`config.mk`:
```
export PLATFORM = sky130hd
export DESIGN_NAME = ControlUnit
export DESIGN_NICKNAME = d
export VERILOG_FILES = /design/src/source/ControlPkg.sv /design/src/source/InstrDecoder.sv /design/src/source/ExceptionTracker.sv /design/src/source/StepSequencer.sv /design/src/source/ControlUnit.sv
export SDC_FILE = /design/constraint.sdc
export NUM_CORES = 1
export LEC_CHECK = 0
export ABC_AREA = 0
export BUFFER_PORTS_ARGS = -buffer_cell sky130_fd_sc_hd__buf_2
export CAP_MARGIN = 15
export CORE_ASPECT_RATIO = 1.2
export CORE_MARGIN = 2
export CORE_UTILIZATION = 53
export DETAILED_ROUTE_END_ITERATION = 12
export PLACE_DENSITY = 0.78
export SYNTH_ARGS = -nofsm -noshare
export SYNTH_HDL_FRONTEND = slang
export SYNTH_SLANG_ARGS = --single-unit
```
`constraint.sdc`:
```
create_clock -name clk -period 4.65 [get_ports clk]
set_clock_uncertainty 0.2 [all_clocks]
set_input_delay 0.465 -clock clk [delete_from_list [all_inputs] [get_ports clk]]
set_output_delay 0.465 -clock clk [all_outputs]
set_load 0.1 [all_outputs]
```
`src/source/ControlPkg.sv`:
```
package ControlPkg;

  typedef logic [5:0] opcode_t;
  typedef logic [5:0] funct_t;

  localparam opcode_t opR = 6'h00;  // R-type, funct decides
  localparam opcode_t opJ = 6'h02;
  localparam opcode_t opJal = 6'h03;
  localparam opcode_t opBeq = 6'h04;
  localparam opcode_t opBne = 6'h05;
  localparam opcode_t opBle = 6'h06;
  localparam opcode_t opBgt = 6'h07;
  localparam opcode_t opAddi = 6'h08;
  localparam opcode_t opAddiu = 6'h09;
  localparam opcode_t opSlti = 6'h0A;
  localparam opcode_t opLui = 6'h0F;
  localparam opcode_t opLb = 6'h20;
  localparam opcode_t opLh = 6'h21;
  localparam opcode_t opLw = 6'h23;
  localparam opcode_t opSb = 6'h28;
  localparam opcode_t opSh = 6'h29;
  localparam opcode_t opSw = 6'h2B;

  localparam funct_t fnSll = 6'h00;
  localparam funct_t fnSrl = 6'h02;
  localparam funct_t fnSra = 6'h03;
  localparam funct_t fnSllv = 6'h04;
  localparam funct_t fnSrav = 6'h07;
  localparam funct_t fnJr = 6'h08;
  localparam funct_t fnMfhi = 6'h10;
  localparam funct_t fnMflo = 6'h12;
  localparam funct_t fnMult = 6'h18;
  localparam funct_t fnDiv = 6'h1A;
  localparam funct_t fnAdd = 6'h20;
  localparam funct_t fnSub = 6'h22;
  localparam funct_t fnAnd = 6'h24;
  localparam funct_t fnSlt = 6'h2A;

  // Codes understood by the datapath ALU control
  typedef enum logic [3:0] {
    aluPassA = 4'd0, aluAdd = 4'd1, aluSub = 4'd2, aluAnd = 4'd3,
    aluPassB = 4'd4, aluShiftL1 = 4'd5, aluShiftL2 = 4'd6, aluShiftR = 4'd7,
    aluShiftRa1 = 4'd8, aluShiftRa2 = 4'd9, aluSlt = 4'd10, aluBeq = 4'd11,
    aluBne = 4'd12, aluBle = 4'd13, aluBgt = 4'd14, aluLui = 4'd15
  } aluOp_t;

  typedef enum logic [3:0] {
    clsAluRR, clsShiftVar, clsShiftImm, clsAluImm, clsLui,
    clsMoveHiLo, clsJump, clsJumpLink, clsJumpReg, clsBranch,
    clsLoad, clsStore, clsMult, clsDiv, clsUndefined
  } insnClass_t;

  typedef enum logic [1:0] {
    sizeNone = 2'd0, sizeByte = 2'd1, sizeHalf = 2'd2, sizeWord = 2'd3
  } memSize_t;

  // Also the handler table select
  typedef enum logic [1:0] {
    causeUndefined = 2'd0, causeOverflow = 2'd1, causeDivZero = 2'd2
  } excCause_t;

  typedef enum logic [2:0] {
    pcFromAlu = 3'd0, pcFromAluOut = 3'd1, pcFromJump = 3'd2, pcFromHandler = 3'd4
  } pcSrc_t;

  typedef enum logic [2:0] {
    dataAluOut = 3'd0, dataHi = 3'd3, dataLo = 3'd4, dataPc = 3'd6
  } regDataSel_t;

  localparam logic [1:0] regDstRt = 2'd0;
  localparam logic [1:0] regDstRd = 2'd1;
  localparam logic [1:0] regDstRa = 2'd3;  // Link register

  localparam logic [1:0] memAddrPc = 2'd0;
  localparam logic [1:0] memAddrAluOut = 2'd1;
  localparam logic [1:0] memAddrHandler = 2'd3;

  localparam logic [1:0] srcAPc = 2'd0;
  localparam logic [1:0] srcAReg = 2'd1;

  localparam logic [1:0] srcBReg = 2'd0;
  localparam logic [1:0] srcBFour = 2'd1;
  localparam logic [1:0] srcBImm = 2'd2;
  localparam logic [1:0] srcBBranch = 2'd3;  // Shifted offset

  localparam int StepWidth = 4;

endpackage

```
`src/source/InstrDecoder.sv`:
```
`timescale 1ns/1ns

module InstrDecoder (
  input  logic clk,
  input  logic reset_in,
  input  logic decodeStrobe,
  input  ControlPkg::opcode_t opcode,
  input  ControlPkg::funct_t funct,
  output ControlPkg::insnClass_t insnClass,
  output ControlPkg::aluOp_t aluOp,
  output ControlPkg::memSize_t memSize,
  output logic ignoreOverflow
);

  ControlPkg::opcode_t opcodeQ;
  ControlPkg::funct_t functQ;

  always_ff @(posedge clk) begin
    if (reset_in) begin
      opcodeQ <= ControlPkg::opR;
      functQ <= ControlPkg::fnSll;
    end else if (decodeStrobe) begin  // Held until the next decode
      opcodeQ <= opcode;
      functQ <= funct;
    end
  end

  always_comb begin
    case (opcodeQ)
      ControlPkg::opR: begin
        case (functQ)
          ControlPkg::fnAdd, ControlPkg::fnAnd,
          ControlPkg::fnSub, ControlPkg::fnSlt: insnClass = ControlPkg::clsAluRR;
          ControlPkg::fnSllv, ControlPkg::fnSrav: insnClass = ControlPkg::clsShiftVar;
          ControlPkg::fnSll, ControlPkg::fnSra,
          ControlPkg::fnSrl: insnClass = ControlPkg::clsShiftImm;
          ControlPkg::fnMfhi, ControlPkg::fnMflo: insnClass = ControlPkg::clsMoveHiLo;
          ControlPkg::fnJr: insnClass = ControlPkg::clsJumpReg;
          ControlPkg::fnMult: insnClass = ControlPkg::clsMult;
          ControlPkg::fnDiv: insnClass = ControlPkg::clsDiv;
          default: insnClass = ControlPkg::clsUndefined;
        endcase
      end
      ControlPkg::opAddi, ControlPkg::opAddiu,
      ControlPkg::opSlti: insnClass = ControlPkg::clsAluImm;
      ControlPkg::opLui: insnClass = ControlPkg::clsLui;
      ControlPkg::opJ: insnClass = ControlPkg::clsJump;
      ControlPkg::opJal: insnClass = ControlPkg::clsJumpLink;
      ControlPkg::opBeq, ControlPkg::opBne,
      ControlPkg::opBle, ControlPkg::opBgt: insnClass = ControlPkg::clsBranch;
      ControlPkg::opLb, ControlPkg::opLh, ControlPkg::opLw: insnClass = ControlPkg::clsLoad;
      ControlPkg::opSb, ControlPkg::opSh, ControlPkg::opSw: insnClass = ControlPkg::clsStore;
      default: insnClass = ControlPkg::clsUndefined;
    endcase
  end

  // mfhi and mflo tell apart by passA and passB, the ALU is idle for them
  always_comb begin
    case (opcodeQ)
      ControlPkg::opR: begin
        case (functQ)
          ControlPkg::fnAdd: aluOp = ControlPkg::aluAdd;
          ControlPkg::fnAnd: aluOp = ControlPkg::aluAnd;
          ControlPkg::fnSub: aluOp = ControlPkg::aluSub;
          ControlPkg::fnSlt: aluOp = ControlPkg::aluSlt;
          ControlPkg::fnSllv: aluOp = ControlPkg::aluShiftL2;
          ControlPkg::fnSrav: aluOp = ControlPkg::aluShiftRa2;
          ControlPkg::fnSll: aluOp = ControlPkg::aluShiftL1;
          ControlPkg::fnSra: aluOp = ControlPkg::aluShiftRa1;
          ControlPkg::fnSrl: aluOp = ControlPkg::aluShiftR;
          ControlPkg::fnMflo: aluOp = ControlPkg::aluPassB;
          default: aluOp = ControlPkg::aluPassA;
        endcase
      end
      ControlPkg::opSlti: aluOp = ControlPkg::aluSlt;
      ControlPkg::opLui: aluOp = ControlPkg::aluLui;
      ControlPkg::opBeq: aluOp = ControlPkg::aluBeq;
      ControlPkg::opBne: aluOp = ControlPkg::aluBne;
      ControlPkg::opBle: aluOp = ControlPkg::aluBle;
      ControlPkg::opBgt: aluOp = ControlPkg::aluBgt;
      default: aluOp = ControlPkg::aluAdd;  // Immediates and address calc
    endcase
  end

  always_comb begin
    case (opcodeQ)
      ControlPkg::opLb, ControlPkg::opSb: memSize = ControlPkg::sizeByte;
      ControlPkg::opLh, ControlPkg::opSh: memSize = ControlPkg::sizeHalf;
      ControlPkg::opLw, ControlPkg::opSw: memSize = ControlPkg::sizeWord;
      default: memSize = ControlPkg::sizeNone;
    endcase
  end

  assign ignoreOverflow = (opcodeQ == ControlPkg::opAddiu);

endmodule

```
`src/source/ExceptionTracker.sv`:
```
`timescale 1ns/1ns

module ExceptionTracker (
  input  logic clk,
  input  logic reset_in,
  input  logic [1:0] excFlags,  // Overflow, divide by zero
  input  logic ignoreOverflow,
  input  logic excServiced,
  output logic excPending,
  output ControlPkg::excCause_t excCause
);

  logic overflowQ;
  logic divZeroQ;

  // Sticky until serviced, a new flag in the same cycle survives the clear
  always_ff @(posedge clk) begin
    if (reset_in) begin
      overflowQ <= 1'b0;
      divZeroQ <= 1'b0;
    end else begin
      overflowQ <= (overflowQ & ~excServiced) | (excFlags[1] & ~ignoreOverflow);
      divZeroQ <= (divZeroQ & ~excServiced) | excFlags[0];
    end
  end

  assign excPending = overflowQ | divZeroQ;
  assign excCause = overflowQ ? ControlPkg::causeOverflow : ControlPkg::causeDivZero;

  // Service only ever follows a real pending cause
  serviceNeedsCause: assert property (@(posedge clk) disable iff (reset_in)
    excServiced |-> excPending);

endmodule

```
`src/source/StepSequencer.sv`:
```
`timescale 1ns/1ns

module StepSequencer #(
  parameter int MaxStep = 8
) (
  input  logic clk,
  input  logic reset_in,
  input  logic branchTaken,
  input  logic multDone,
  input  logic divDone,
  input  ControlPkg::insnClass_t insnClass,
  input  ControlPkg::aluOp_t insnAluOp,
  input  ControlPkg::memSize_t memSize,
  input  logic excPending,
  input  ControlPkg::excCause_t excCause,
  output logic decodeStrobe,
  output logic excServiced,
  output logic resetOut,
  output logic pcWrite,
  output logic epcWrite,
  output logic memWrite,
  output logic irWrite,
  output logic [1:0] regDstSel,
  output ControlPkg::regDataSel_t regDataSel,
  output logic [1:0] memAddrSel,
  output ControlPkg::pcSrc_t pcSrcSel,
  output logic [1:0] aluSrcASel,
  output logic [1:0] aluSrcBSel,
  output ControlPkg::excCause_t excCauseSel,
  output logic aluOutWrite,
  output logic regFileWrite,
  output logic aRegWrite,
  output logic bRegWrite,
  output logic hiWrite,
  output logic loWrite,
  output logic memDataWrite,
  output logic multStart,
  output logic multReset,
  output ControlPkg::memSize_t loadSize,
  output ControlPkg::memSize_t storeSize,
  output logic divStart,
  output logic divReset,
  output ControlPkg::aluOp_t aluOp
);

  localparam logic [2:0] phReset = 3'd0;
  localparam logic [2:0] phFetch = 3'd1;
  localparam logic [2:0] phExecute = 3'd2;
  localparam logic [2:0] phException = 3'd3;
  localparam logic [2:0] phMemWait = 3'd4;

  logic [2:0] phase;
  logic [ControlPkg::StepWidth-1:0] step;
  logic [ControlPkg::StepWidth-1:0] lastStep;
  logic undefEntry;  // Exception came from decode, not the tracker
  logic unitWait;
  logic execDone;

  always_comb begin
    case (insnClass)
      ControlPkg::clsMoveHiLo, ControlPkg::clsJump, ControlPkg::clsJumpLink: lastStep = 4'd1;
      ControlPkg::clsLui: lastStep = 4'd3;
      ControlPkg::clsShiftVar, ControlPkg::clsMult: lastStep = 4'd5;
      ControlPkg::clsLoad, ControlPkg::clsStore: lastStep = 4'd8;
      ControlPkg::clsUndefined: lastStep = 4'd0;
      default: lastStep = 4'd4;
    endcase
  end

  assign unitWait = (phase == phExecute) &&
    ((insnClass == ControlPkg::clsMult && step == 4'd3 && multDone) ||
     (insnClass == ControlPkg::clsDiv && step == 4'd2 && !divDone));
  assign execDone = (step == lastStep) ||
    (insnClass == ControlPkg::clsBranch && step == 4'd2 && !branchTaken);

  always_ff @(posedge clk) begin
    if (reset_in) begin
      phase <= phReset;
      step <= '0;
      undefEntry <= 1'b0;
    end else begin
      case (phase)
        phFetch: begin
          if (step == 4'd0 && excPending) begin
            phase <= phException;
            undefEntry <= 1'b0;
          end else if (step == 4'd2) begin
            phase <= phExecute;
            step <= '0;
          end else begin
            step <= step + 1'b1;
          end
        end
        phExecute: begin
          if (insnClass == ControlPkg::clsUndefined) begin
            phase <= phException;
            step <= '0;
            undefEntry <= 1'b1;
          end else if (execDone) begin
            phase <= phFetch;
            step <= '0;
          end else if (!unitWait) begin
            step <= step + 1'b1;
          end
        end
        phException: begin
          step <= (step == 4'd4) ? '0 : step + 1'b1;
          if (step == 4'd4) phase <= phMemWait;
        end
        phMemWait: begin
          step <= (step == 4'd1) ? '0 : step + 1'b1;
          if (step == 4'd1) phase <= phFetch;
        end
        default: begin  // Reset phase lasts one cycle past release
          phase <= phFetch;
          step <= '0;
        end
      endcase
    end
  end

  always_comb begin
    decodeStrobe = 1'b0;
    excServiced = 1'b0;
    resetOut = 1'b0;
    pcWrite = 1'b0;
    epcWrite = 1'b0;
    memWrite = 1'b0;
    irWrite = 1'b0;
    regDstSel = ControlPkg::regDstRt;
    regDataSel = ControlPkg::dataAluOut;
    memAddrSel = ControlPkg::memAddrPc;
    pcSrcSel = ControlPkg::pcFromAlu;
    aluSrcASel = ControlPkg::srcAPc;
    aluSrcBSel = ControlPkg::srcBReg;
    excCauseSel = ControlPkg::causeUndefined;
    aluOutWrite = 1'b0;
    regFileWrite = 1'b0;
    aRegWrite = 1'b0;
    bRegWrite = 1'b0;
    hiWrite = 1'b0;
    loWrite = 1'b0;
    memDataWrite = 1'b0;
    multStart = 1'b0;
    multReset = 1'b1;  // Units held in reset when idle
    loadSize = ControlPkg::sizeNone;
    storeSize = ControlPkg::sizeNone;
    divStart = 1'b0;
    divReset = 1'b1;
    aluOp = ControlPkg::aluPassA;
    case (phase)
      phReset: resetOut = 1'b1;
      phFetch: begin  // PC + 4 into ALUOut, written back at step 2
        pcSrcSel = ControlPkg::pcFromAluOut;
        aluSrcBSel = ControlPkg::srcBFour;
        aluOp = ControlPkg::aluAdd;
        irWrite = (step == 4'd0) && !excPending;
        aluOutWrite = (step == 4'd0) && !excPending;
        pcWrite = (step == 4'd2);
        decodeStrobe = (step == 4'd2);
      end
      phException: begin  // EPC gets PC - 4, PC gets the handler
        aluSrcBSel = ControlPkg::srcBFour;
        aluOp = ControlPkg::aluSub;
        memAddrSel = ControlPkg::memAddrHandler;
        pcSrcSel = ControlPkg::pcFromHandler;
        excCauseSel = undefEntry ? ControlPkg::causeUndefined : excCause;
        aluOutWrite = (step == 4'd0);
        epcWrite = (step == 4'd2);
        pcWrite = (step == 4'd2);
        excServiced = (step == 4'd4) && !undefEntry;
      end
      phExecute: begin
        case (insnClass)
          ControlPkg::clsAluRR, ControlPkg::clsShiftVar, ControlPkg::clsShiftImm,
          ControlPkg::clsAluImm, ControlPkg::clsLui: begin
            aluOp = insnAluOp;
            aluSrcASel = ControlPkg::srcAReg;
            if (insnClass == ControlPkg::clsAluImm || insnClass == ControlPkg::clsLui) begin
              aluSrcBSel = ControlPkg::srcBImm;
            end else begin
              regDstSel = ControlPkg::regDstRd;
            end
            aRegWrite = (step == 4'd0) && insnClass != ControlPkg::clsShiftImm &&
              insnClass != ControlPkg::clsLui;
            bRegWrite = (step == 4'd0) && (insnClass == ControlPkg::clsAluRR ||
              insnClass == ControlPkg::clsShiftVar || insnClass == ControlPkg::clsShiftImm);
            // Variable shifts need an extra cycle in the shifter
            aluOutWrite = (step == ((insnClass == ControlPkg::clsShiftVar) ? 4'd2 : 4'd1));
            regFileWrite = (step == ((insnClass == ControlPkg::clsShiftVar) ? 4'd3 : 4'd2));
          end
          ControlPkg::clsMoveHiLo: begin
            regDstSel = ControlPkg::regDstRd;
            regDataSel = (insnAluOp == ControlPkg::aluPassB) ? ControlPkg::dataLo :
              ControlPkg::dataHi;
            regFileWrite = (step == 4'd0);
          end
          ControlPkg::clsJump, ControlPkg::clsJumpLink: begin
            pcSrcSel = ControlPkg::pcFromJump;
            pcWrite = (step == 4'd0);
            if (insnClass == ControlPkg::clsJumpLink) begin  // Return address into ra
              regDstSel = ControlPkg::regDstRa;
              regDataSel = ControlPkg::dataPc;
              regFileWrite = (step == 4'd0);
            end
          end
          ControlPkg::clsJumpReg: begin
            aluSrcASel = ControlPkg::srcAReg;
            aRegWrite = (step == 4'd0);
            pcWrite = (step == 4'd2);
          end
          ControlPkg::clsBranch: begin
            aRegWrite = (step == 4'd0);
            bRegWrite = (step == 4'd0);
            if (step < 4'd3) begin  // Compare until branchTaken is sampled
              aluSrcASel = ControlPkg::srcAReg;
              aluOp = insnAluOp;
            end else begin
              aluSrcBSel = ControlPkg::srcBBranch;
              aluOp = ControlPkg::aluAdd;
            end
            pcWrite = (step == 4'd3);
          end
          ControlPkg::clsLoad, ControlPkg::clsStore: begin
            aluSrcASel = ControlPkg::srcAReg;
            aluSrcBSel = ControlPkg::srcBImm;
            aluOp = ControlPkg::aluAdd;
            aRegWrite = (step == 4'd0);
            bRegWrite = (step == 4'd0) && insnClass == ControlPkg::clsStore;
            aluOutWrite = (step == 4'd1);
            if (step >= 4'd2 && step <= 4'd7) memAddrSel = ControlPkg::memAddrAluOut;
            memDataWrite = (step == 4'd4);
            if (insnClass == ControlPkg::clsLoad) begin
              if (step == 4'd5 || step == 4'd6) loadSize = memSize;
              regFileWrite = (step == 4'd6);
            end else begin
              if (step == 4'd5 || step == 4'd6) storeSize = memSize;
              memWrite = (step == 4'd6);
            end
          end
          ControlPkg::clsMult: begin
            aRegWrite = (step == 4'd0);
            bRegWrite = (step == 4'd0);
            multReset = (step == 4'd0) || (step == 4'd5);
            multStart = (step >= 4'd1) && (step <= 4'd3);  // Held until multDone drops
            hiWrite = (step == 4'd4);
            loWrite = (step == 4'd4);
          end
          ControlPkg::clsDiv: begin
            aRegWrite = (step == 4'd0);
            bRegWrite = (step == 4'd0);
            divReset = (step == 4'd0) || (step == 4'd4);
            divStart = (step == 4'd1) || (step == 4'd2);
            hiWrite = (step == 4'd3);
            loWrite = (step == 4'd3);
          end
          default: ;  // Undefined leaves for the exception sequence
        endcase
      end
      default: ;  // Memory wait after exception entry
    endcase
  end

  stepBounded: assert property (@(posedge clk) disable iff (reset_in)
    (step <= MaxStep) || unitWait);

  noIrAndRegWrite: assert property (@(posedge clk) disable iff (reset_in)
    !(irWrite && regFileWrite));

endmodule

```
`src/source/ControlUnit.sv`:
```
`timescale 1ns/1ns

module ControlUnit #(
  parameter int MaxStep = 8  // Longest sequence, loads and stores
) (
  input  logic clk,
  input  logic reset_in,
  input  ControlPkg::opcode_t opcode,
  input  ControlPkg::funct_t funct,
  input  logic branchTaken,
  input  logic multDone,
  input  logic divDone,
  input  logic [1:0] excFlags,
  output logic resetOut,
  output logic pcWrite,
  output logic epcWrite,
  output logic memWrite,
  output logic irWrite,
  output logic [1:0] regDstSel,
  output ControlPkg::regDataSel_t regDataSel,
  output logic [1:0] memAddrSel,
  output ControlPkg::pcSrc_t pcSrcSel,
  output logic [1:0] aluSrcASel,
  output logic [1:0] aluSrcBSel,
  output ControlPkg::excCause_t excCauseSel,
  output logic aluOutWrite,
  output logic regFileWrite,
  output logic aRegWrite,
  output logic bRegWrite,
  output logic hiWrite,
  output logic loWrite,
  output logic memDataWrite,
  output logic multStart,
  output logic multReset,
  output ControlPkg::memSize_t loadSize,
  output ControlPkg::memSize_t storeSize,
  output logic divStart,
  output logic divReset,
  output ControlPkg::aluOp_t aluOp
);

  logic decodeStrobe;
  logic excServiced;
  logic ignoreOverflow;
  logic excPending;
  ControlPkg::insnClass_t insnClass;
  ControlPkg::aluOp_t insnAluOp;  // Decoded op, the sequencer chooses when to use it
  ControlPkg::memSize_t memSize;
  ControlPkg::excCause_t excCause;

  InstrDecoder decoder (
    .aluOp(insnAluOp),
    .*
  );

  ExceptionTracker tracker (.*);

  StepSequencer #(
    .MaxStep(MaxStep)
  ) sequencer (.*);

endmodule

```
# Word level (Yosys, flattened, before mapping)
# Memory sizes are Yosys's and may differ from the RTL's. A register that Yosys moved wholly into a read port is not among the register bits.
# Index checks and enable logic that the tools add are counted.
# word_totals
romBits,320
in_bits,19
output_inout_bits,40
elab_cells,229
n_memories,2
ff_bits,22
# classes
n_addsub,1
n_reduce_logical,52
mux,91
bitwise_logic,8
order_cmp,5
eq_ne,63
# mem_list
memory,depth,word_bits,rd,rd_clocked_by_memory_dff,write_ports,line_no,rtl
(no name shown),64,4,1,1,0,InstrDecoder.sv:31,case (functQ)
(no name shown),16,4,1,0,0,StepSequencer.sv:60,case (insnClass)
# ops
operator,n
$eq 6x6->1 const B,10
$pmux 4 s10,1
$eq 6x3->1 const B,6
$mux 2,18
$eq 4x3->1 const B,8
$mux 4,8
$pmux 4 s8,1
$mux 1,30
$eq 4x4->1 const B,7
$pmux 4 s7,1
$mux 3,9
$eq 6x2->1 const B,4
$eq 6x4->1 const B,4
$pmux 4 s3,2
$pmux 2 s3,3
$eq 4x2->1 const B,4
$logic_and 1x1->1,16
$pmux 4 s4,1
$eq 4x4->1,3
$logic_not 6->1,2
$mux 6,2
$pmux 2 s2,3
$pmux 3 s4,1
$reduce_or 2->1,6
other kinds (39),70

# Depth between registers and ports, before layout
# logic_depth
ltp_word,12
mapped_depth,13
depth_no_buf,12

# Modules after synthesis
# Synthesis repeated with hierarchy kept, for this count alone.
# unflattened
hier_cells,389
hier_area_um2,2810.2
# modules_own_cells
mod,cells_each,n_inst,seq_area_each_um2,area_per_inst_um2
StepSequencer,220,1,160.2,1482.7
InstrDecoder,158,1,320.3,1237.4
ExceptionTracker,11,1,40.0,90.1

# Least setup slack after synthesis
# OpenSTA, ideal clock, no wires.
# synth_path
path_type,register to output
startpoint,reg decoder.opcodeQ[0]
endpoint,out aRegWrite
path_stages_with_launch,9
path_buffers,2
required_time_ps,3985
path_slack_ps,-2595
t_arrival_ps,6580
cell_sequence,dfxtp_1 > buf_6 > or3_4 > or4_4 > a31o_4 > clkbuf_1 > a21oi_1 > nor2_1 > a2111oi_0
# synth_between
elab_chain_len,8
word_cells_on_any_way,41
classes_between,28 x eq/ne; 3 x mux; 10 x reduce/logical
# synth_rtl
element,line_no,rtl
from (decl),InstrDecoder.sv:15,ControlPkg::opcode_t opcodeQ;
from (signal assigned),InstrDecoder.sv:20,opcodeQ <= ControlPkg::opR;
from (signal assigned),InstrDecoder.sv:23,opcodeQ <= opcode;
"$eq 6x3->1, or another cell as far along",InstrDecoder.sv:29,case (opcodeQ)
$reduce_or 4->1 / $reduce_or 3->1 (equally long branches),InstrDecoder.sv:29,
$pmux 4 s8 *,InstrDecoder.sv:29,
branches (longest 3 deep; another with $reduce_or 6->1),-,
$pmux 1 s2 *,StepSequencer.sv:174,case (insnClass)
$mux 1 *,StepSequencer.sv:151,case (phase)
to (decl),ControlUnit.sv:28,"output logic aRegWrite,"
# Mark *: on every way between the ends.

# Worst setup path after layout
# layout_path
startpoint,reg decoder.opcodeQ[0]
endpoint,out aluOp[1]
# layout_between
elab_chain_len,7
word_cells_on_any_way,36
classes_between,23 x eq/ne; 5 x mux; 8 x reduce/logical
# layout_rtl
element,line_no,rtl
"$eq 6x3->1, or another cell as far along","InstrDecoder.sv:29, InstrDecoder.sv:59",
$reduce_or 4->1 / $reduce_or 3->1 (equally long branches),InstrDecoder.sv:29,
$pmux 4 s8,InstrDecoder.sv:29,
"$eq 4x2->1, or another cell as far along",StepSequencer.sv:174,
$reduce_or 5->1 / $reduce_or 2->1 (equally long branches),StepSequencer.sv:174,
$pmux 4 s3 *,StepSequencer.sv:174,
$pmux 4 s3 *,StepSequencer.sv:151,
to (decl),ControlUnit.sv:39,output ControlPkg::aluOp_t aluOp
# Every way passes the cells marked *; elsewhere a longest branch is shown, timed or not.

==> metrics.md <==
| Metric | Value |
|---|---|
| Most instantiated flip-flop cell in the synthesis netlist | `sky130_fd_sc_hd__dfxtp_1` |
| Slew Limit Fails | `0` |
| List of cells traversed by the critical path | `nand2b_1 -> a21bo_2 -> o211ai_1 -> a2111oi_4 -> o21a_1 -> o21ai_0 -> o22a_1 -> nor2_1 -> buf_2` |
| Kind of end point of the critical path | `primary output` |
| IR Drop Worst-Case VDD | `0.000220 V` |
| ANT nets after route | `0` |
| Combined buffer and inverter count along the critical path | `1` |
| Most common cell after layout, fill and taps aside | `sky130_fd_sc_hd__buf_2` |
| Setup Viol. Count Final | `0` |
| Aggregate negative setup slack | `0 ns` |
| Die height | `83.8 um` |
| Post-synthesis cell count | `405` |
| DRC Markers | `0` |
| H-Tree Depth | `1` |
| Avg WL per Cell | `16.5 um` |
| Pin count of the biggest net entering global routing | `23` |
| Post-synthesis area per instance | `6.94 um2` |
| Worst path required time | `3.98 ns` |
| Vias in the first global route | `2910` |
| Area of the die | `5900 um2` |
| Yosys warning total | `0` |
| Worst slack at placement | `0.691 ns` |
| Internal power | `0.467 mW` |
| Highest-count cells in the layout ignoring fill and taps | `57 x sky130_fd_sc_hd__buf_2, 52 x sky130_fd_sc_hd__nor2_1, 46 x sky130_fd_sc_hd__nand2_1` |
| Area of all sequential standard cells | `520 um2` |
| Max clock buf depth | `2` |
| GRT overflow | `0` |
| Share of synthesized flip-flops with an asynchronous set or reset | `0%` |
| Input/output buffers | `57` |
| Post-synth net total | `432` |
| Final Instance Count excl. Fillers | `503` |
| Ratio of routed vias to standard cells | `6.40` |
| HPWL Detailed | `6330 um` |
| Max-slew headroom at the worst pin | `39.9%` |
| Number of stages on the worst setup path | `9` |
| Lkg Pwr | `1.25 nW` |
| Number of cells on the worst reg-to-reg path | `12` |
| Status | `finished clean` |
| Power Dens Cells | `337 nW/um2` |
| Portion of total power attributed to sequential cells | `25.3%` |
| Number of synthesized flops with an enable pin | `0` |
| Area used by multi-input combinational logic | `2140 um2` |
| Logic gate share of total power | `60.9%` |
| Fraction of the cycle the final worst path needs | `90.5%` |
| Clock slew at reported path FFs | `0.10 ns` |
| Area of the core | `5190 um2` |
| Summed instance area of the synthesized netlist | `2810 um2` |
| Crit start category | `flop` |
| Worst Path Arrival | `3.54 ns` |
| Reported net switching power | `0.603 mW` |
| Postcts setup bufs | `0` |
| Hold bufs inserted after CTS | `0` |
| Initial cell density of the core | `54.2%` |
| Worst Max-Slew Pin Slew | `0.897 ns` |
| Number of top-level pins | `59` |
| MaxCap Viol Count | `0` |
| GRT Resource Usage Total | `27.9%` |
| Post_cts resized | `0` |
| Ant. Diodes | `0` |
| Distinct cells, synth | `77` |
| Initial antenna violation count | `0` |
| Clock tree from TritonCTS | `built` |
| Die Wd | `70.5 um` |
| Number of filler cells placed in the layout | `502` |
| Worst setup path category | `reg2out` |
| Std cell rows | `29` |
| Final critical-path required period | `4.21 ns` |
| Overall via count from detail_route | `3221` |
| Achievable frequency | `238 MHz` |
| Source of the worst register-to-register timing path | `sequencer.step[0]` |
| CP Max Fanout | `19` |
| Top Family by Delay on Critical Path | `compound AO/OA/AOI/OAI gates` |
| Clock Latency Late Sink | `0.27 ns` |
| Post-detailed-routing wire length | `8320 um` |
| Share of total power in the clock network | `13.8%` |
| Unrepaired setup endpoints after global routing | `false` |
| Worst min-delay path category | `in2reg` |
| CTS Buf Count | `3` |
| Placer congestion estimate | `0.993` |
| CP max-delay cell | `sky130_fd_sc_hd__dfxtp_1` |
| Cell count after placement | `499` |
| Final setup slack of the worst path | `0.442 ns` |
| Switching power share of the total | `56.3%` |
| Worst stage delay on the critical path | `0.69 ns` |
| Critical path origin | `decoder.opcodeQ[0]` |
| Buffer type at the clock tree root | `sky130_fd_sc_hd__clkbuf_8` |
| Post-synthesis sequential element count | `26` |
| Layout Nets | `469` |
| Share of post-route cells with drive strength above 1 | `22.7%` |
| Capturing element of the worst setup path | `aluOp[1]` |
| Number of clock sinks | `26` |
| Starting DRC count in detailed routing | `347` |
| Layout overhead on the synthesized area | `12.9%` |
| Number of detailed-routing iterations run before antenna repair | `5` |
| Seq/Total Area, Yosys | `18.5%` |
| Global-route wire length before repair | `13600 um` |
| Final hold violations | `0` |
| Flop2flop setup slack | `0.78 ns` |
[worst min path at each step]
| stage | startpoint | endpoint | slack (ns) | cells after the start |
|---|---|---|---|---|
| after detailed placement | tracker.divZeroQ | tracker.divZeroQ | 0.30 | 2 |
| after floorplan | tracker.divZeroQ | tracker.divZeroQ | 0.24 | 2 |
| after global routing | opcode[2] | decoder.opcodeQ[2] | 0.22 | 3 |
| after CTS | excFlags[0] | tracker.divZeroQ | 0.21 | 3 |
| final | excFlags[0] | tracker.divZeroQ | 0.21 | 3 |
| after global placement | tracker.divZeroQ | tracker.divZeroQ | 0.27 | 2 |
[worst reg2reg max path, delay by kind of cell (launching register included)]
kind	cells	cell delay [ns]
buffers and inverters	3	0.64
AOI/OAI and AO/OA	3	0.49
DFF	1	0.39
muxes	1	0.18
adders and majority gates	1	0.38
and+or+nand+nor	4	1.46
[power groups by stage]
stage | Combinational [mW] | Sequential (mW) | Clock, mW
5_1_grt | 0.691 | 0.274 | 0.160
3_5_place_dp | 0.640 | 0.275 | 0
6_report | 0.651 | 0.271 | 0.147
4_1_cts | 0.643 | 0.270 | 0.150
3_3_place_gp | 0.639 | 0.273 | 0
2_1_floorplan | 0.554 | 0.255 | 0
[layout make-up]
cell class / count / share of cell area [%]
repair buffers: 62 / 10.2
well taps: 62 / 2.44
flip-flops and latches: 26 / 16.4
multi-input cells: 333 / 67.4
clock buffers: 4 / 1.74
inverters: 16 / 1.89
[cell usage after synthesis, types with 2 or more instances]
master                      number  area, um2
sky130_fd_sc_hd__a211oi_1        4       30.0
sky130_fd_sc_hd__a21o_1          2       15.0
sky130_fd_sc_hd__a21oi_1        32        160
sky130_fd_sc_hd__a221oi_1        2       17.5
sky130_fd_sc_hd__a22oi_1         5       37.5
sky130_fd_sc_hd__a2bb2oi_1       3       26.3
sky130_fd_sc_hd__a31oi_1         8       50.1
sky130_fd_sc_hd__a41oi_1         2       17.5
sky130_fd_sc_hd__and3_1          2       12.5
sky130_fd_sc_hd__buf_2           8       40.0
sky130_fd_sc_hd__buf_4           4       30.0
sky130_fd_sc_hd__buf_6           2       22.5
sky130_fd_sc_hd__clkbuf_1       15       56.3
sky130_fd_sc_hd__dfxtp_1        26        521
sky130_fd_sc_hd__ha_1            8        100
sky130_fd_sc_hd__inv_1          16       60.1
sky130_fd_sc_hd__mux2i_1         9       90.1
sky130_fd_sc_hd__nand2_1        46        173
sky130_fd_sc_hd__nand2b_1        5       31.3
sky130_fd_sc_hd__nand3_1        14       70.1
sky130_fd_sc_hd__nand4_1         7       43.8
sky130_fd_sc_hd__nor2_1         52        195
sky130_fd_sc_hd__nor2b_1        10       62.6
sky130_fd_sc_hd__nor3_1         17       85.1
sky130_fd_sc_hd__nor3b_1         5       37.5
sky130_fd_sc_hd__nor4_1          6       37.5
sky130_fd_sc_hd__o2111ai_1       2       17.5
sky130_fd_sc_hd__o211ai_1        2       15.0
sky130_fd_sc_hd__o21a_1          2       15.0
sky130_fd_sc_hd__o21ai_0        20        100
sky130_fd_sc_hd__o22a_1          3       26.3
sky130_fd_sc_hd__o22ai_1         3       18.8
sky130_fd_sc_hd__o311a_1         2       20.0
sky130_fd_sc_hd__o31ai_1         2       15.0
sky130_fd_sc_hd__or2_2           8       50.1
sky130_fd_sc_hd__or3_1           4       25.0
sky130_fd_sc_hd__xnor2_1         7       61.3
[cell families (layout without fill, tap and decap cells)]
group	Yosys count	after routing	synth area share, %
compound gates	115	115	29.1
xor+xnor	8	8	2.49
fa+ha+maj	9	9	3.92
buf+inv	46	82	7.57
flops	26	26	18.5
mux	10	10	3.61
other cells	1	1	0.133
simple gates	190	190	34.6
[metal layers]
layer  track usage [%]  wire (um)  up-vias
met5                 0          0        -
met4              11.5        293        0
met3              3.14        494       26
met2              45.8       3980      155
met1              36.9       3550     1497
li1                  -          -     1543
[per-stage QoR]
stage          hold WS, ns  instance area (um2)  util (%)  power [mW]
3_5_place_dp         0.298                 3110      60.0       0.916
5_1_grt              0.223                 3170      61.2        1.12
2_1_floorplan        0.244                 2860         -       0.809
6_report             0.207                 3170      61.2        1.07
4_1_cts              0.210                 3170      61.0        1.06
3_3_place_gp         0.267                 3110      60.0       0.912
Power figures use the tool's default switching activity.
